**src/hw/qspi_mem_pkg.sv**
```systemverilog
// Address map assumes one 16 MiB flash and two 8 MiB RAMs behind a 25-bit byte address
package qspi_mem_pkg;

    // Bit 24 clear is flash, otherwise bit 23 picks RAM A or RAM B
    typedef logic [24:0] mem_addr_t;

    // Fetch halfword address, byte address bits 23 to 1
    typedef logic [22:0] instr_addr_t;

    // Index of the last byte: 0, 1 or 3
    typedef logic [1:0] xfer_len_t;

    // Port request: 3 none, 0 byte, 1 half, 2 word
    typedef logic [1:0] size_code_t;

    typedef logic [7:0]  byte_t;
    typedef logic [15:0] half_t;
    typedef logic [31:0] word_t;
    typedef logic [3:0]  nibble_t;

    // Device driven by the shared bus
    typedef logic [1:0] dev_sel_t;
    localparam dev_sel_t DEV_NONE  = 2'd0;
    localparam dev_sel_t DEV_FLASH = 2'd1;
    localparam dev_sel_t DEV_RAM_A = 2'd2;
    localparam dev_sel_t DEV_RAM_B = 2'd3;

    typedef enum logic [2:0] {IDLE, CMD, ADDR, DUMMY, DATA} qspi_state_t;

    localparam byte_t CMD_READ  = 8'h0B;
    localparam byte_t CMD_WRITE = 8'h02;

endpackage

```
**src/hw/qspi_bus_if.sv**
```systemverilog
// One transfer at a time; the requester must pulse stop to end every transfer
`timescale 1ns/1ps

interface qspi_bus_if;

    // Requester side
    qspi_mem_pkg::mem_addr_t addr;
    qspi_mem_pkg::byte_t     wdata;
    logic                    start_read;
    logic                    start_write;
    logic                    stall;
    logic                    stop;

    // Engine side
    qspi_mem_pkg::byte_t     rdata;
    logic                    data_req;
    logic                    data_ready;
    logic                    busy;

    modport requester (
        output addr, wdata, start_read, start_write, stall, stop,
        input  rdata, data_req, data_ready, busy
    );

    modport engine (
        input  addr, wdata, start_read, start_write, stall, stop,
        output rdata, data_req, data_ready, busy
    );

endinterface

```
**src/hw/qspi_controller.sv**
```systemverilog
// SPI clock is clk/2 with no divider; DUMMY_CYCLES from 0 to 16; stop ends every stream
`timescale 1ns/1ps

module qspi_controller #(
    parameter int DUMMY_CYCLES = 4
) (
    input  logic                  clk,
    input  logic                  rstn,
    qspi_bus_if.engine            bus,
    input  qspi_mem_pkg::nibble_t spi_data_in,
    output qspi_mem_pkg::nibble_t spi_data_out,
    output qspi_mem_pkg::nibble_t spi_data_oe,
    output logic                  spi_clk_out,
    output logic                  spi_flash_select,
    output logic                  spi_ram_a_select,
    output logic                  spi_ram_b_select
);

    qspi_mem_pkg::qspi_state_t state;
    qspi_mem_pkg::dev_sel_t    dev;
    qspi_mem_pkg::dev_sel_t    dev_decode;
    qspi_mem_pkg::byte_t       rd_shift;
    logic [31:0]               shift_reg;
    logic [3:0]                nib_cnt;
    logic                      is_write;
    logic                      nib_lo;
    logic                      fall_tick;
    logic                      rise_tick;

    // SPI clock edges that happen at the end of this cycle
    assign fall_tick = state != qspi_mem_pkg::IDLE && !bus.stall && spi_clk_out;
    assign rise_tick = state != qspi_mem_pkg::IDLE && !bus.stall && !spi_clk_out;

    always_comb begin
        if (!bus.addr[24]) begin
            dev_decode = qspi_mem_pkg::DEV_FLASH;
        end else if (bus.addr[23]) begin
            dev_decode = qspi_mem_pkg::DEV_RAM_B;
        end else begin
            dev_decode = qspi_mem_pkg::DEV_RAM_A;
        end
    end

    always_ff @(posedge clk) begin
        if (!rstn) begin
            state       <= qspi_mem_pkg::IDLE;
            dev         <= qspi_mem_pkg::DEV_NONE;
            spi_data_oe <= '0;
            spi_clk_out <= 1'b0;
            nib_cnt     <= '0;
            is_write    <= 1'b0;
            nib_lo      <= 1'b0;
        end else if (bus.stop) begin
            state       <= qspi_mem_pkg::IDLE;
            dev         <= qspi_mem_pkg::DEV_NONE;
            spi_data_oe <= '0;
            spi_clk_out <= 1'b0;
        end else if (state == qspi_mem_pkg::IDLE) begin
            if (bus.start_read || bus.start_write) begin
                state       <= qspi_mem_pkg::CMD;
                dev         <= dev_decode;
                is_write    <= bus.start_write;
                spi_data_oe <= 4'hf;
                nib_cnt     <= '0;
            end
        end else if (!bus.stall) begin
            spi_clk_out <= !spi_clk_out;
            if (spi_clk_out) begin
                // Falling edge, next nibble goes out
                nib_cnt <= nib_cnt + 4'd1;
                case (state)
                    qspi_mem_pkg::CMD: begin
                        if (nib_cnt == 4'd1) begin
                            state   <= qspi_mem_pkg::ADDR;
                            nib_cnt <= '0;
                        end
                    end
                    qspi_mem_pkg::ADDR: begin
                        if (nib_cnt == 4'd5) begin
                            nib_cnt <= '0;
                            nib_lo  <= 1'b0;
                            if (is_write) begin
                                state <= qspi_mem_pkg::DATA;
                            end else begin
                                // Release lanes for the device turnaround
                                spi_data_oe <= '0;
                                if (DUMMY_CYCLES == 0) begin
                                    state <= qspi_mem_pkg::DATA;
                                end else begin
                                    state <= qspi_mem_pkg::DUMMY;
                                end
                            end
                        end
                    end
                    qspi_mem_pkg::DUMMY: begin
                        if (nib_cnt == 4'(DUMMY_CYCLES - 1)) begin
                            state   <= qspi_mem_pkg::DATA;
                            nib_cnt <= '0;
                        end
                    end
                    qspi_mem_pkg::DATA: begin
                        if (is_write) begin
                            nib_lo <= !nib_lo;
                        end
                    end
                    default: begin
                        state <= qspi_mem_pkg::IDLE;
                    end
                endcase
            end else if (state == qspi_mem_pkg::DATA && !is_write) begin
                // Read nibbles are captured on the rising edge
                nib_lo <= !nib_lo;
            end
        end
    end

    // Command and address, then write bytes, leave from the top nibble
    always_ff @(posedge clk) begin
        if (state == qspi_mem_pkg::IDLE) begin
            shift_reg <= {bus.start_write ? qspi_mem_pkg::CMD_WRITE : qspi_mem_pkg::CMD_READ,
                          bus.addr[23:0]};
        end else if (fall_tick) begin
            if ((state == qspi_mem_pkg::ADDR && nib_cnt == 4'd5) ||
                (state == qspi_mem_pkg::DATA && nib_lo)) begin
                shift_reg[31:24] <= bus.wdata;
            end else begin
                shift_reg <= shift_reg << 4;
            end
        end
    end

    always_ff @(posedge clk) begin
        if (rise_tick) begin
            rd_shift <= {rd_shift[3:0], spi_data_in};
        end
    end

    always_ff @(posedge clk) begin
        if (!rstn) begin
            bus.data_req   <= 1'b0;
            bus.data_ready <= 1'b0;
        end else if (bus.stop) begin
            bus.data_req   <= 1'b0;
            bus.data_ready <= 1'b0;
        end else begin
            // Write byte consumed once its low nibble is on the lanes
            bus.data_req   <= fall_tick && state == qspi_mem_pkg::DATA && is_write && !nib_lo;
            bus.data_ready <= rise_tick && state == qspi_mem_pkg::DATA && !is_write && nib_lo;
        end
    end

    assign bus.rdata        = rd_shift;
    assign bus.busy         = state != qspi_mem_pkg::IDLE;
    assign spi_data_out     = shift_reg[31:28];
    assign spi_flash_select = dev != qspi_mem_pkg::DEV_FLASH;
    assign spi_ram_a_select = dev != qspi_mem_pkg::DEV_RAM_A;
    assign spi_ram_b_select = dev != qspi_mem_pkg::DEV_RAM_B;

    // No device stays selected once the engine is idle
    a_one_select: assert property (@(posedge clk) disable iff (!rstn)
        $onehot0({!spi_flash_select, !spi_ram_a_select, !spi_ram_b_select}) &&
        (bus.busy || (spi_flash_select && spi_ram_a_select && spi_ram_b_select)));

    // Write bytes are only requested while the lanes are driven
    a_no_req_on_read: assert property (@(posedge clk) disable iff (!rstn)
        bus.data_req |-> spi_data_oe == 4'hf);

    a_single_start: assert property (@(posedge clk) disable iff (!rstn)
        !(bus.start_read && bus.start_write));

endmodule

```
**src/hw/qspi_mem_ctrl.sv**
```systemverilog
// Data port beats fetch; data request levels must be held until data_ready
`timescale 1ns/1ps

module qspi_mem_ctrl (
    input  logic                      clk,
    input  logic                      rstn,
    qspi_bus_if.requester             bus,
    input  qspi_mem_pkg::instr_addr_t instr_addr,
    input  logic                      instr_fetch_restart,
    input  logic                      instr_fetch_stall,
    output logic                      instr_fetch_started,
    output logic                      instr_fetch_stopped,
    output qspi_mem_pkg::half_t       instr_data,
    output logic                      instr_ready,
    input  qspi_mem_pkg::mem_addr_t   data_addr,
    input  qspi_mem_pkg::size_code_t  data_write_n,
    input  qspi_mem_pkg::size_code_t  data_read_n,
    input  qspi_mem_pkg::word_t       data_to_write,
    output logic                      data_ready,
    output qspi_mem_pkg::word_t       data_from_read
);

    qspi_mem_pkg::size_code_t data_txn_n;
    qspi_mem_pkg::xfer_len_t  data_txn_len;
    qspi_mem_pkg::xfer_len_t  txn_len;
    qspi_mem_pkg::xfer_len_t  byte_idx;
    qspi_mem_pkg::word_t      rd_buf;
    logic                     start_instr;
    logic                     start_read;
    logic                     start_write;
    logic                     stop_txn;
    logic                     instr_active;
    logic                     is_instr;
    logic                     write_done;

    // Size code to last byte index: 0, 1 or 3
    assign data_txn_n   = data_write_n & data_read_n;
    assign data_txn_len = {data_txn_n[1], data_txn_n[1] | data_txn_n[0]};

    always_comb begin
        start_instr = 1'b0;
        start_read  = 1'b0;
        start_write = 1'b0;
        stop_txn    = 1'b0;
        if (bus.busy) begin
            if (instr_active) begin
                if (instr_fetch_restart && !instr_fetch_started) begin
                    stop_txn = 1'b1;
                end else if (bus.data_ready && byte_idx == 2'd1 && data_txn_n != 2'b11) begin
                    // Halfword boundary with a data access waiting
                    stop_txn = 1'b1;
                end
            end else if (write_done || (bus.data_ready && byte_idx == data_txn_len)) begin
                // A write ends once its last low nibble has been clocked out
                stop_txn = 1'b1;
            end
        end else if (data_read_n != 2'b11) begin
            start_read = 1'b1;
        end else if (data_write_n != 2'b11) begin
            start_write = 1'b1;
        end else if (instr_fetch_restart) begin
            start_instr = 1'b1;
        end
    end

    always_ff @(posedge clk) begin
        if (!rstn) begin
            instr_active <= 1'b0;
        end else if (stop_txn) begin
            instr_active <= 1'b0;
        end else if (!bus.busy) begin
            instr_active <= start_instr;
        end
    end

    assign is_instr = instr_active || start_instr;
    assign txn_len  = is_instr ? 2'd1 : data_txn_len;

    assign bus.addr        = is_instr ? {1'b0, instr_addr, 1'b0} : data_addr;
    assign bus.wdata       = data_to_write[{byte_idx, 3'b000} +: 8];
    assign bus.start_read  = start_read || start_instr;
    assign bus.start_write = start_write;
    assign bus.stop        = stop_txn;
    // Hold only inside the second byte of a halfword
    assign bus.stall       = instr_active && instr_fetch_stall && byte_idx == 2'd1;

    always_ff @(posedge clk) begin
        if (!rstn) begin
            instr_fetch_started <= 1'b0;
            instr_fetch_stopped <= 1'b0;
            write_done          <= 1'b0;
        end else begin
            instr_fetch_started <= start_instr;
            instr_fetch_stopped <= stop_txn;
            write_done          <= bus.data_req && byte_idx == data_txn_len;
        end
    end

    always_ff @(posedge clk) begin
        if (!rstn) begin
            byte_idx <= '0;
        end else if (start_instr || start_read || start_write) begin
            byte_idx <= '0;
        end else if (bus.data_ready || bus.data_req) begin
            if (byte_idx == txn_len) begin
                byte_idx <= '0;
            end else begin
                byte_idx <= byte_idx + 2'd1;
            end
        end
    end

    always_ff @(posedge clk) begin
        if (bus.data_ready) begin
            rd_buf[{byte_idx, 3'b000} +: 8] <= bus.rdata;
        end
    end

    assign instr_data  = {bus.rdata, rd_buf[7:0]};
    assign instr_ready = instr_active && bus.data_ready && byte_idx == 2'd1;

    assign data_ready = !instr_active &&
                        ((bus.data_ready && byte_idx == data_txn_len) || write_done);

    // Last byte comes straight from the bus, little-endian
    assign data_from_read = data_ready ?
        {bus.rdata, rd_buf[23:16],
         data_txn_len == 2'd1 ? bus.rdata : rd_buf[15:8],
         data_txn_len == 2'd0 ? bus.rdata : rd_buf[7:0]} : rd_buf;

    // Every completion falls inside a running bus transfer
    a_ready_exclusive: assert property (@(posedge clk) disable iff (!rstn)
        (instr_ready || data_ready) |-> bus.busy && !(instr_ready && data_ready));

endmodule

```
**src/hw/qspi_mem_top.sv**
```systemverilog
// Fetches always target flash; DUMMY_CYCLES must match the dummy clocks of the attached devices
`timescale 1ns/1ps

module qspi_mem_top #(
    parameter int DUMMY_CYCLES = 4
) (
    input  logic                      clk,
    input  logic                      rstn,
    input  qspi_mem_pkg::instr_addr_t instr_addr,
    input  logic                      instr_fetch_restart,
    input  logic                      instr_fetch_stall,
    output logic                      instr_fetch_started,
    output logic                      instr_fetch_stopped,
    output qspi_mem_pkg::half_t       instr_data,
    output logic                      instr_ready,
    input  qspi_mem_pkg::mem_addr_t   data_addr,
    input  qspi_mem_pkg::size_code_t  data_write_n,
    input  qspi_mem_pkg::size_code_t  data_read_n,
    input  qspi_mem_pkg::word_t       data_to_write,
    output logic                      data_ready,
    output qspi_mem_pkg::word_t       data_from_read,
    input  qspi_mem_pkg::nibble_t     spi_data_in,
    output qspi_mem_pkg::nibble_t     spi_data_out,
    output qspi_mem_pkg::nibble_t     spi_data_oe,
    output logic                      spi_clk_out,
    output logic                      spi_flash_select,
    output logic                      spi_ram_a_select,
    output logic                      spi_ram_b_select
);

    qspi_bus_if bus ();

    qspi_mem_ctrl qspi_mem_ctrl_inst (
        .clk                 (clk),
        .rstn                (rstn),
        .bus                 (bus.requester),
        .instr_addr          (instr_addr),
        .instr_fetch_restart (instr_fetch_restart),
        .instr_fetch_stall   (instr_fetch_stall),
        .instr_fetch_started (instr_fetch_started),
        .instr_fetch_stopped (instr_fetch_stopped),
        .instr_data          (instr_data),
        .instr_ready         (instr_ready),
        .data_addr           (data_addr),
        .data_write_n        (data_write_n),
        .data_read_n         (data_read_n),
        .data_to_write       (data_to_write),
        .data_ready          (data_ready),
        .data_from_read      (data_from_read)
    );

    qspi_controller #(
        .DUMMY_CYCLES (DUMMY_CYCLES)
    ) qspi_controller_inst (
        .clk              (clk),
        .rstn             (rstn),
        .bus              (bus.engine),
        .spi_data_in      (spi_data_in),
        .spi_data_out     (spi_data_out),
        .spi_data_oe      (spi_data_oe),
        .spi_clk_out      (spi_clk_out),
        .spi_flash_select (spi_flash_select),
        .spi_ram_a_select (spi_ram_a_select),
        .spi_ram_b_select (spi_ram_b_select)
    );

endmodule

```
**config.mk**
```make
export PLATFORM = sky130hd
export DESIGN_NAME = qspi_mem_top
export DESIGN_NICKNAME = d
export VERILOG_FILES = /design/src/hw/qspi_mem_pkg.sv /design/src/hw/qspi_bus_if.sv /design/src/hw/qspi_controller.sv /design/src/hw/qspi_mem_ctrl.sv /design/src/hw/qspi_mem_top.sv
export SDC_FILE = /design/constraint.sdc
export NUM_CORES = 1
export LEC_CHECK = 0
export BUFFER_PORTS_ARGS = -buffer_cell sky130_fd_sc_hd__buf_2
export CELL_PAD_IN_SITES_DETAIL_PLACEMENT = 0
export CELL_PAD_IN_SITES_GLOBAL_PLACEMENT = 1
export CORE_UTILIZATION = 40
export DETAILED_ROUTE_END_ITERATION = 10
export PLACE_DENSITY_LB_ADDON = 0.1
export SLEW_MARGIN = 0
export SYNTH_ARGS = -nofsm -noshare
export SYNTH_HDL_FRONTEND = slang
export SYNTH_HIERARCHICAL = 1
export SYNTH_SLANG_ARGS = --single-unit
```
**constraint.sdc**
```tcl
create_clock -name clk -period 6.38 [get_ports clk]
set_input_delay 0.957 -clock clk [delete_from_list [all_inputs] [get_ports clk]]
set_output_delay 0.957 -clock clk [all_outputs]
set_load 0.1 [all_outputs]
```
==> results_dict.tcl <==
set metrics [dict create \
    worstSetupStartpoint "qspi_mem_ctrl_inst/byte_idx[1]" \
    grt_use_total 0.188 \
    grt_pass1_wl_mm 20.3 \
    required_ns 5.42 \
    pre_cts_ws_ns 2.68 \
    path_class "register to primary output" \
    cts.repair.resized 0 \
    yosysSeqAreaShare 0.481 \
    cap_violations 0 \
    synth_adder_area_share 0.0163 \
    tns_ns 0 \
    run_status "completed" \
    cts_buffers 9 \
    fp-row-count 41 \
    nFillCells 1214 \
    register_area_sq_um 2580 \
    min_from "qspi_controller_inst/bus.data_req" \
    drc 0 \
    layout_common_cells "buf_2 (155), nand2_1 (74), edfxtp_1 (72)" \
    async_flop_share 0 \
    dr.pass1.iters 4 \
    multi_input_area_sq_um 2410 \
    die_y_um 118 \
    synth_xor_area_frac 0.00163 \
    ctsHoldBuffers 0 \
    synth_top_area_frac 0.402 \
    synth_top_area_cell "edfxtp_1" \
    via_per_inst 5.13 \
    tightest_slew_ns 0.895 \
    yosys-top-cells-area "edfxtp_1 (40%), mux2_2 (10%), dfxtp_1 (7.8%)" \
    coreArea_sq_um 12900 \
    start_util 0.417 \
    drive_above_1_share 0.400 \
    synth_compound_area_frac 0.0931 \
    cts_buffer_depth 2 \
    wl_per_cell_um 16.0 \
    cts_root_buf "clkbuf_16" \
    rsz0062_at_grt "no" \
    clkSlewWorstSetupHoldPaths_ns 0.06 \
    yosysWarningCount 6 \
    worst_slack_ns 2.59 \
    worst_clock_skew_ns 0.0111 \
    cp-start-kind "register" \
    period_share 0.593 \
    max_freq_ghz 0.264 \
    insertion_delay_ns 0.35 \
    synth-simple-area-share 0.193 \
    die_x_um 118 \
    areaGrowthSynthToFinish_pct 18.6 \
    synth.avg_cell_area_sq_um 11.0 \
    port_buffers 155 \
    synth_seq_cells 93 \
    hpwl_mm 9.18 \
    cts.sinks 93 \
    drt_iter0_drc 264 \
    grt_pass1_vias 3899 \
    vdd_drop_max_v 0.000662 \
    relSlewSlack 0.402 \
    p_leak_nw 2.51 \
    critPathArrivalTime_ns 2.83 \
    syn_nets 589 \
    layout_commonest_cell "buf_2" \
    synth_ff_type "edfxtp_1" \
    post_cts_buffers 0 \
    finalWirelength_mm 12.6 \
    synthMuxAreaShare 0.144 \
    syn_area_sq_um 5370 \
    hold_violations 0 \
    crit_fanout 17 \
    antenna_found_initial 0 \
    syn_inst 490 \
    whs_ns 0.448 \
    antenna_left 0 \
    vias 4036 \
    tritoncts "done" \
    synth_top_family_by_area "simple AND/OR/NAND/NOR gates" \
    pin_count 156 \
    endpoint_kind "primary output" \
    finalSetupViolations 0 \
    powerDensity_nw_per_um2 408 \
    min_path_type "register to register" \
    period_needed_ns 3.79 \
    nNetsFinal 709 \
    diodes 0 \
    h-tree-depth 3 \
    place_congestion 0.829 \
    drv_slew 0 \
    reg2reg_from "qspi_mem_ctrl_inst/byte_idx[1]" \
    synth_cell_types 64 \
    synth_edf_count 72 \
    grt_max_degree 43 \
    grt.overflow.total 0 \
    die-area_sq_um 13900 \
]
==> area by class of cell <==
type | instances | area share
Clock buffer | 9 | 0.0353
Clock inverter | 7 | 0.0116
Inverter | 16 | 0.00942
Multi-Input combinational cell | 331 | 0.378
Sequential cell | 93 | 0.405
Tap cell | 172 | 0.0338
Timing Repair Buffer | 159 | 0.126
==> through the flow <==
stage	util	total power, mW	cell area, sq um	instances
finish	0.495	2.60	6370	787
global route	0.495	2.75	6370	787
CTS	0.495	2.62	6370	787
detailed placement	0.472	2.08	6070	771
global placement	0.472	2.07	6070	771
floorplan	-	1.89	5370	490
==> power breakdown <==
group	leakage [nW]	total [mW]	internal, mW	switching (mW)
registers	0.846	1.01	0.886	0.120
clock network	0.143	0.544	0.306	0.238
logic	1.52	1.05	0.256	0.794
==> Yosys cell counts, types with 2 or more instances <==
cell type  number
nand2_1        74
edfxtp_1       72
mux2_2         49
and2_1         42
buf_4          32
dfxtp_1        21
a21oi_1        15
o21ai_0        15
inv_1          14
nor2_1         14
nand3_1        13
nand2b_1       10
clkbuf_1        9
mux4_2          8
ha_1            7
nor3_1          7
buf_2           6
nor3b_1         5
and3_1          4
nor2b_1         4
o211ai_1        4
o221ai_1        4
a21oi_2         3
a41oi_1         3
nand4_1         3
or3b_2          3
a211oi_1        2
a21boi_0        2
a22oi_1         2
a31oi_1         2
and4_1          2
and4bb_2        2
mux2i_1         2
nand3b_1        2
nor4_1          2
o2111ai_1       2
o32a_1          2
==> worst max-delay path, cell delays in order, from the launching register on <==
cell and delay (ns):
dfxtp_1 0.81, and4_1 0.37, a21oi_2 0.11, a21oi_2 0.50, mux2_2 0.40, buf_2 0.29
==> logic make-up after synthesis <==
kind of cell / Yosys count
flops: 93
simple gates: 194
xor+xnor: 1
mux: 60
buf+inv: 66
fa+ha+maj: 7
compound gates: 69
==> layer usage <==
layer | GRT usage | share of wire | up-vias
met5 | 0 | 0 | -
met1 | 0.247 | 0.46 | 1909
met2 | 0.307 | 0.48 | 127
li1 | - | - | 1986
met4 | 0.0633 | 0.012 | 0
met3 | 0.0378 | 0.047 | 14
==> path summary, 6_finish.rpt <==
kind / end / slack [ns] / depth (start not counted)
hold / removal: qspi_mem_ctrl_inst/write_done / 0.45 / 2
hold reg to reg: qspi_mem_ctrl_inst/write_done / 0.45 / 2
setup / recovery: data_from_read[2] / 2.59 / 5
setup reg to reg: qspi_controller_inst/nib_cnt[2] / 3.02 / 10
(Power assumes the default switching activity.)
